**config.mk**
```make
export PLATFORM = sky130hd
export DESIGN_NAME = stream_fifo_flat
export DESIGN_NICKNAME = d
export VERILOG_FILES = /design/src/design/stream_if.sv /design/src/design/stream_fifo.sv /design/src/flat_wrapper.sv
export SDC_FILE = /design/constraint.sdc
export NUM_CORES = 1
export LEC_CHECK = 0
export ABC_AREA = 1
export BUFFER_PORTS_ARGS = -buffer_cell sky130_fd_sc_hd__buf_4
export CAP_MARGIN = 20
export CORE_ASPECT_RATIO = 0.75
export CORE_MARGIN = 2
export CORE_UTILIZATION = 56
export DETAILED_ROUTE_END_ITERATION = 8
export GPL_ROUTABILITY_DRIVEN = 0
export HOLD_SLACK_MARGIN = 0.1
export PLACE_DENSITY = 0.72
export SETUP_SLACK_MARGIN = 0.05
export SYNTH_ARGS = -nofsm -noshare
export SYNTH_HDL_FRONTEND = slang
export SYNTH_SLANG_ARGS = --single-unit
```
**constraint.sdc**
```tcl
create_clock -name usb_clk -period 1.8 [get_ports usb_clk]
set_input_delay 0.36 -clock usb_clk [delete_from_list [all_inputs] [get_ports usb_clk]]
set_output_delay 0.36 -clock usb_clk [all_outputs]
set_load 0.1 [all_outputs]
```
**src/design/stream_if.sv**
```systemverilog
`timescale 1ns/1ns
interface stream_if #(
  parameter type payload_t = logic [7:0]
);

  logic     valid;
  logic     ready;
  logic     last;
  payload_t payload;

  // Producer side
  modport src (
    output valid,
    output last,
    output payload,
    input  ready
  );

  // Consumer side
  modport snk (
    input  valid,
    input  last,
    input  payload,
    output ready
  );

endinterface

```
**src/design/stream_fifo.sv**
```systemverilog
`timescale 1ns/1ns
module stream_fifo #(
  parameter type payload_t  = logic [7:0],
  parameter int  DEPTH_BITS = 4
) (
  input  logic  usb_clk,
  input  logic  ce_q,
  stream_if.snk in_s,
  stream_if.src out_s
);

  localparam int DEPTH = 2 ** DEPTH_BITS;

  payload_t            mem_data [DEPTH];
  logic                mem_last [DEPTH];
  logic [DEPTH_BITS:0] wr_ptr_q;
  logic [DEPTH_BITS:0] rd_ptr_q;
  logic [DEPTH_BITS:0] level;
  logic                buf_empty;
  logic                buf_full;
  logic                push;
  logic                pop;
  logic                out_load;
  logic                buf_rd;
  logic                buf_wr;
  logic                bypass;
  logic                out_valid_q;
  logic                out_last_q;
  payload_t            out_data_q;

  assign level     = wr_ptr_q - rd_ptr_q;
  assign buf_empty = (wr_ptr_q == rd_ptr_q);
  assign buf_full  = (wr_ptr_q[DEPTH_BITS] != rd_ptr_q[DEPTH_BITS]) &&
                     (wr_ptr_q[DEPTH_BITS-1:0] == rd_ptr_q[DEPTH_BITS-1:0]);

  assign in_s.ready    = !buf_full;
  assign out_s.valid   = out_valid_q;
  assign out_s.last    = out_last_q;
  assign out_s.payload = out_data_q;

  assign push     = in_s.valid && in_s.ready;
  assign pop      = out_valid_q && out_s.ready;
  // Output register can take a beat this cycle
  assign out_load = !out_valid_q || pop;
  assign buf_rd   = out_load && !buf_empty;
  // Incoming beat goes straight to the output when the buffer is empty
  assign bypass   = out_load && buf_empty && push;
  assign buf_wr   = push && !bypass;

  always_ff @(posedge usb_clk or negedge ce_q) begin
    if (!ce_q) begin
      wr_ptr_q    <= '0;
      rd_ptr_q    <= '0;
      out_valid_q <= 1'b0;
    end else begin
      if (buf_wr) begin
        wr_ptr_q <= wr_ptr_q + 1'b1;
      end
      if (buf_rd) begin
        rd_ptr_q <= rd_ptr_q + 1'b1;
      end
      if (out_load) begin
        out_valid_q <= !buf_empty || push;
      end
    end
  end

  always_ff @(posedge usb_clk) begin
    if (buf_wr) begin
      mem_data[wr_ptr_q[DEPTH_BITS-1:0]] <= in_s.payload;
      mem_last[wr_ptr_q[DEPTH_BITS-1:0]] <= in_s.last;
    end
    if (buf_rd) begin
      out_data_q <= mem_data[rd_ptr_q[DEPTH_BITS-1:0]];
      out_last_q <= mem_last[rd_ptr_q[DEPTH_BITS-1:0]];
    end else if (bypass) begin
      out_data_q <= in_s.payload;
      out_last_q <= in_s.last;
    end
  end

  // Occupancy never goes past the buffer depth
  a_no_overflow: assert property (@(posedge usb_clk) disable iff (!ce_q)
    level <= DEPTH);

  // Beats wait in the buffer only behind a full output register
  a_out_first: assert property (@(posedge usb_clk) disable iff (!ce_q)
    !out_valid_q |-> buf_empty);

endmodule

```
**src/flat_wrapper.sv**
```systemverilog
// flat-port wrapper written by rule: the top's interface ports become plain ports
module stream_fifo_flat 
#(
  parameter type payload_t  = logic [7:0],
  parameter int  DEPTH_BITS = 4
)
  (usb_clk, ce_q, in_s_valid, in_s_last, in_s_payload, in_s_ready, out_s_valid, out_s_last, out_s_payload, out_s_ready);
  stream_if #(.payload_t(payload_t)) in_s_i ();
  stream_if #(.payload_t(payload_t)) out_s_i ();
  input  logic usb_clk;
  input  logic ce_q;
  input wire logic [$bits(in_s_i.valid)-1:0] in_s_valid;
  input wire logic [$bits(in_s_i.last)-1:0] in_s_last;
  input wire logic [$bits(in_s_i.payload)-1:0] in_s_payload;
  output wire logic [$bits(in_s_i.ready)-1:0] in_s_ready;
  output wire logic [$bits(out_s_i.valid)-1:0] out_s_valid;
  output wire logic [$bits(out_s_i.last)-1:0] out_s_last;
  output wire logic [$bits(out_s_i.payload)-1:0] out_s_payload;
  input wire logic [$bits(out_s_i.ready)-1:0] out_s_ready;
  assign in_s_i.valid = in_s_valid;
  assign in_s_i.last = in_s_last;
  assign in_s_i.payload = in_s_payload;
  assign in_s_ready = in_s_i.ready;
  assign out_s_valid = out_s_i.valid;
  assign out_s_last = out_s_i.last;
  assign out_s_payload = out_s_i.payload;
  assign out_s_i.ready = out_s_ready;
  stream_fifo #(.payload_t(payload_t), .DEPTH_BITS(DEPTH_BITS)) u_core (.usb_clk(usb_clk), .ce_q(ce_q), .in_s(in_s_i), .out_s(out_s_i));
endmodule
```
Yosys cells after proc, flatten, opt, wreduce, memory -nomap -nowiden
Memory sizes are Yosys's and may differ from the RTL's.
Cells that the tools add are included.
- flip-flop bits (word level): 20
- RAM bits: 144
- bits of input ports: 13
- output and inout port bits: 11
- word-level logic and storage cells: 32
- memories: 2
- memories (memory ; depth ; width ; rd ports ; clocked after memory_dff ; write ports ; RTL line ; RTL):
    u_core.mem_data ; 16 ; 8 ; 1 ; 0 ; 1 ; stream_fifo.sv:14 ; payload_t mem_data [DEPTH];
    u_core.mem_last ; 16 ; 1 ; 1 ; 0 ; 1 ; stream_fifo.sv:15 ; logic mem_last [DEPTH];
- add/sub/neg operators: 2
- equal/unequal tests: 3
- muxes and demuxes: 6
- reductions and logical operators: 14
- operators with widths (cell ; count):
    two-way mux 8 bit ; 2
    adder 5 x 1 -> 5 bit, second input constant ; 2
    logical AND 1 bit ; 7
    == test 5 bit ; 1
    == test 4 bit ; 1
    zero test 1 bit ; 4
    two-way mux 1 bit ; 4
    logical OR 1 bit ; 2
    nonzero test 2 bit ; 1
    inequality test 1 bit ; 1

Depth between registers and ports, before layout
- depth in word-level cells: 9
- mapped depth: 13
- depth with buffers taken out: 11

Least setup slack after synthesis
No wires, ideal clock.
- path kind: reg-to-reg
- from: reg u_core.rd_ptr_q[4]
- to: mem u_core.mem_data[12][0] (netlist name), enable pin
- library setup time: 374 ps
- data arrival time: 1992 ps
- required time: 1426 ps
- setup slack: -567 ps
- cell stages (with the launch flop): 9
- buffers on the path: 1
- period minus slack after synthesis: 2367 ps
- cells stage by stage: dfrtp_1 > xnor2_1 > inv_1 > nand3_2 > nand2_1 > inv_2 > nand2_2 > buf_2 > nor2_1
- word-level cells in the longest chain between the ends: 9
- elaborated cells on any way between the ends: 11
- those cells by class: 2 x eq/ne; 2 x mux; 7 x reduce/logical
- RTL lines (what ; RTL line ; RTL):
    start, declared ; stream_fifo.sv:17 ; logic [DEPTH_BITS:0] rd_ptr_q;
    start signal, assigned ; stream_fifo.sv:60 ; rd_ptr_q <= rd_ptr_q + 1'b1;
    inequality test 1 bit * ; stream_fifo.sv:33 ; assign buf_full = (wr_ptr_q[DEPTH_BITS] != rd_ptr_q[DEPTH_BITS]) &&
    logical AND 1 bit * ; stream_fifo.sv:33 ;
    zero test 1 bit * ; stream_fifo.sv:36 ; assign in_s.ready = !buf_full;
    via in_s_ready ; flat_wrapper.sv:15 ; output wire logic [$bits(in_s_i.ready)-1:0] in_s_ready;
    logical AND 1 bit * ; stream_fifo.sv:41 ; assign push = in_s.valid && in_s.ready;
    logical AND 1 bit ; stream_fifo.sv:47 ; assign bypass = out_load && buf_empty && push;
    zero test 1 bit ; stream_fifo.sv:48 ; assign buf_wr = push && !bypass;
    logical AND 1 bit * ; stream_fifo.sv:48 ;
    two-way mux 1 bit * ; stream_fifo.sv:69 ; if (buf_wr) begin
    two-way mux 1 bit (not written as such) * ; stream_fifo.sv:70 ; mem_data[wr_ptr_q[DEPTH_BITS-1:0]] <= in_s.payload;
    end, declared ; stream_fifo.sv:14 ;
Mark *: on every way through the listed nets, which the timed path passes. The rest lies on a longest branch.

Worst setup path in the final report
- from: reg u_core.rd_ptr_q[1]
- to: out in_s_ready
- word-level cells in the longest chain between the ends: 3
- RTL lines (what ; RTL line ; RTL):
    == test 4 bit ; stream_fifo.sv:34 ; (wr_ptr_q[DEPTH_BITS-1:0] == rd_ptr_q[DEPTH_BITS-1:0]);
    logical AND 1 bit ; stream_fifo.sv:33 ;
    zero test 1 bit ; stream_fifo.sv:36 ;
    end, declared ; flat_wrapper.sv:15 ;
No other way between the ends.

==> key figures <==
Run status
  • Outcome: complete, but fails checks
  • Violated checks: negative setup slack

Timing
  • Final period utilization: 103%
  • Pins Over Slew Limit: 0
  • Final hold viol count: 0
  • Hold slack: between 200 and 250 ps
  • Period minus WS final: 1850 ps
  • Max Fclk: around 540 MHz
  • Setup WS post-layout: -47.8 ps
  • Setup-failing EPs final: 1
  • Worst Tran Pin Value: between 400 and 500 ps
  • Relative slew slack: 69.3%
  • Final clock skew: 11.1 ps
  • RSZ-0062 raised after global routing: yes

Die
  • Num rows: 36
  • Die H: just over 100 um
  • Die Wd: 136 um
  • Die area: around 14000 um^2
  • Initial Util: 56.9%
  • IO Pins: 24
  • CORE AREA: about 13000 um^2

Cells and area
  • Layout Nets: about 840
  • N_diodes: 0
  • Syn-to-layout area delta: 25.6%
  • Commonest cells after routing, fill and taps aside: nand2_1, edfxtp_1, inv_1
  • Share of cells above drive strength 1: approximately a quarter
  • Core Util, Final: between 70% and 80%
  • Most common cell after layout, fill and taps aside: nand2_1

Synthesis
  • Asr flop ratio synth: under 10%
  • Cells after Synth: roughly 750
  • Seq/Total Area, Yosys: 66.7%
  • Post-Syn Nets: approximately 760
  • Post-synth EDFFs: 153
  • Synth Warn #: 0
  • Top_reg_cell synth: edfxtp_1
  • Mapped Avg Cell Area: between 9 and 10 um^2
  • Syn Std Cell Area: 7300 um^2
  • Netlist cell types: 20
  • Synth Register Bits: ~160

Clock tree
  • Max clock buf depth: 2
  • TritonCTS buffer count: 17
  • CTS H-tree depth: 4
  • Root Buffer: clkbuf_16
  • Num Clock Sinks: about 160
  • CTS tree: done
  • Worst-Skew Late Latency: about 440 ps
  • Clk slew on worst S/H paths: about 60 ps

Worst setup path
  • Crit path kind: register to primary output
  • CP required: roughly 1400 ps
  • Setup crit end kind: primary output
  • Reg2reg end: u_core.out_s.payload[0]$_DFFE_PP_
  • RR Startpoint: u_core.rd_ptr_q[0]$_DFFE_PN0N_
  • Startpoint types: register
  • CP Data Arrival Time: between 1000 and 1500 ps
  • R2R depth: 12
  • Worst-path fanout max: 4
  • FF-to-FF setup slack: 10 ps

Power
  • PwrDens: between 1500 and 2000 nW/um^2
  • Logic pwr share: 46.9%
  • Clock Power Share: a little over a fifth
  • Cell Int Power: around 9 mW
  • Switching Power: between 6 and 7 mW
  • Pleak: between 3 and 4 nW
  • Sequential Power Share: a little under a third
  • VDD IR max: roughly 1.4 mV
  • Net Sw Frac: between 40% and 50%

Drt
  • Via count: 5656
  • Vias/cell: 5.63
  • Drc violations: 0
  • Iter 0 DRT Violations: slightly above 800
  • Detailed Routing Iterations Pass 1: 5
  • Post-Route WL: approximately 21000 um
  • Drt wl/cell: around 20 um
  • DRT antenna net count: 0

Place
  • Pre-CTS setup slack: -14.1 ps
  • DP HPWL: roughly 12000 um
  • Port bufs: 23

Min path
  • Hold endpoint: u_core.out_s.valid$_DFFE_PN0P_
  • Worst hold stages: 3
  • Hold WC Path Type: input pin to register
  • Worst Hold Launch: in_s_valid

Global route
  • Grt ovf: 0
  • GRT Resource Usage Total: about 29%
  • Vias in the first global route: 5176
  • Largest net degree at the start of global routing: 56
  • First-pass GRT wire length: slightly below 30000 um
  • Initial antenna violation count: 0

Run
  • Max-cap check violation count: 0
## area by class of cell
class | instances | area, um^2
fillers | 850 | 3670
flip-flops and latches | 164 | 4870
clock inverters | 13 | 134
clock buffers | 19 | 433
well taps | 171 | 214
inverters | 98 | 374
repair buffers | 75 | 779
multi-input cells | 465 | 2360
## sequential cells by signal, summed over array words and instances (netlist names)
register and count:
u_core.out_s.payload 8, u_core.rd_ptr_q 5, u_core.out_s.valid 1, u_core.mem_last 16, u_core.out_s.last 1, u_core.wr_ptr_q 5, u_core.mem_data 128
## Yosys cell counts (5+ instances only)
cell type / count / area (um^2)
clkbuf_1: 5 / 18.8
buf_2: 22 / 110
o21ai_0: 13 / 65.1
xor2_1: 5 / 43.8
inv_1: 92 / 345
nand2_1: 308 / 1160
ha_1: 5 / 62.6
inv_2: 5 / 18.8
dfrtp_1: 11 / 275
nand3_1: 73 / 365
edfxtp_1: 153 / 4590
nor2_1: 40 / 150
## kinds of logic after synthesis
kind of cell               count (synthesis)  share of synthesized area (%)
and+or+nand+nor                          427                           23.5
DFF                                      164                           66.7
buffers and inverters                    130                           7.16
AOI/OAI and AO/OA                         13                          0.891
xor gates and xnor gates                   7                          0.840
adders and majority gates                  5                          0.857
## worst max-delay path, cell delays in order (launching register included)
cell	delay, ps
dfrtp_1	420
inv_2	70
nand2_2	60
nand2_2	60
nor2_4	150
nand3_4	110
buf_12	180
## how the worst max path moves through the flow
| stage | start | endpoint | slack [ps] | cells past startpoint |
|---|---|---|---|---|
| final | u_core.rd_ptr_q[1]$_DFFE_PN0N_ | in_s_ready | -50 | 6 |
| after global routing | u_core.rd_ptr_q[1]$_DFFE_PN0N_ | in_s_ready | -90 | 6 |
| after CTS | u_core.wr_ptr_q[0]$_DFFE_PN0P_ | in_s_ready | -20 | 6 |
| after detailed placement | u_core.rd_ptr_q[0]$_DFFE_PN0N_ | u_core.mem_data[13][6]$_DFFE_PP_ | -10 | 10 |
| after global placement | u_core.rd_ptr_q[0]$_DFFE_PN0N_ | u_core.mem_data[6][5]$_DFFE_PP_ | 40 | 10 |
| after floorplan | u_core.wr_ptr_q[2]$_DFFE_PN0P_ | u_core.mem_data[6][0]$_DFFE_PP_ | -110 | 11 |
## power groups by stage
stage	Clock (mW)	Sequential (mW)	Combinational, mW
4_1_cts	3.51	4.97	6.39
6_report	3.51	5.00	7.51
3_3_place_gp	0	5.03	5.83
2_1_floorplan	0	5.84	3.43
5_1_grt	3.69	5.03	7.95
3_5_place_dp	0	5.06	5.93
## stage by stage
stage               power, mW  setup TNS, ps  instances  cell area, um^2
finish                   16.0          -47.8       1005             9170
global route             16.7           -258       1005             9170
CTS                      14.9          -23.8        991             8820
detailed placement       11.0           -284        937             7970
global placement         10.9              0        937             7970
floorplan                9.26         -14400        746             7500
## metal layers
layer / part of all wire (%) / vias up / GRT usage [%]
met4: 2.2 / 0 / 9.94
met2: 45 / 384 / 43.3
met3: 13 / 51 / 9.88
met5: 0 / - / 0
met1: 39 / 2670 / 40.4
li1: - / 2551 / -
## repair_timing
item                                    in CTS  in global routing
buffers inserted                             7                  8
gates resized for setup                     28                 52
endpoints found under the setup margin     118                146
pin swaps                                   18                 38
hold endpoints to repair                    11                  0
hold buffers                                 1                  0
gates cloned                                14                  6
No activity file was read; power rests on OpenSTA's default activity.
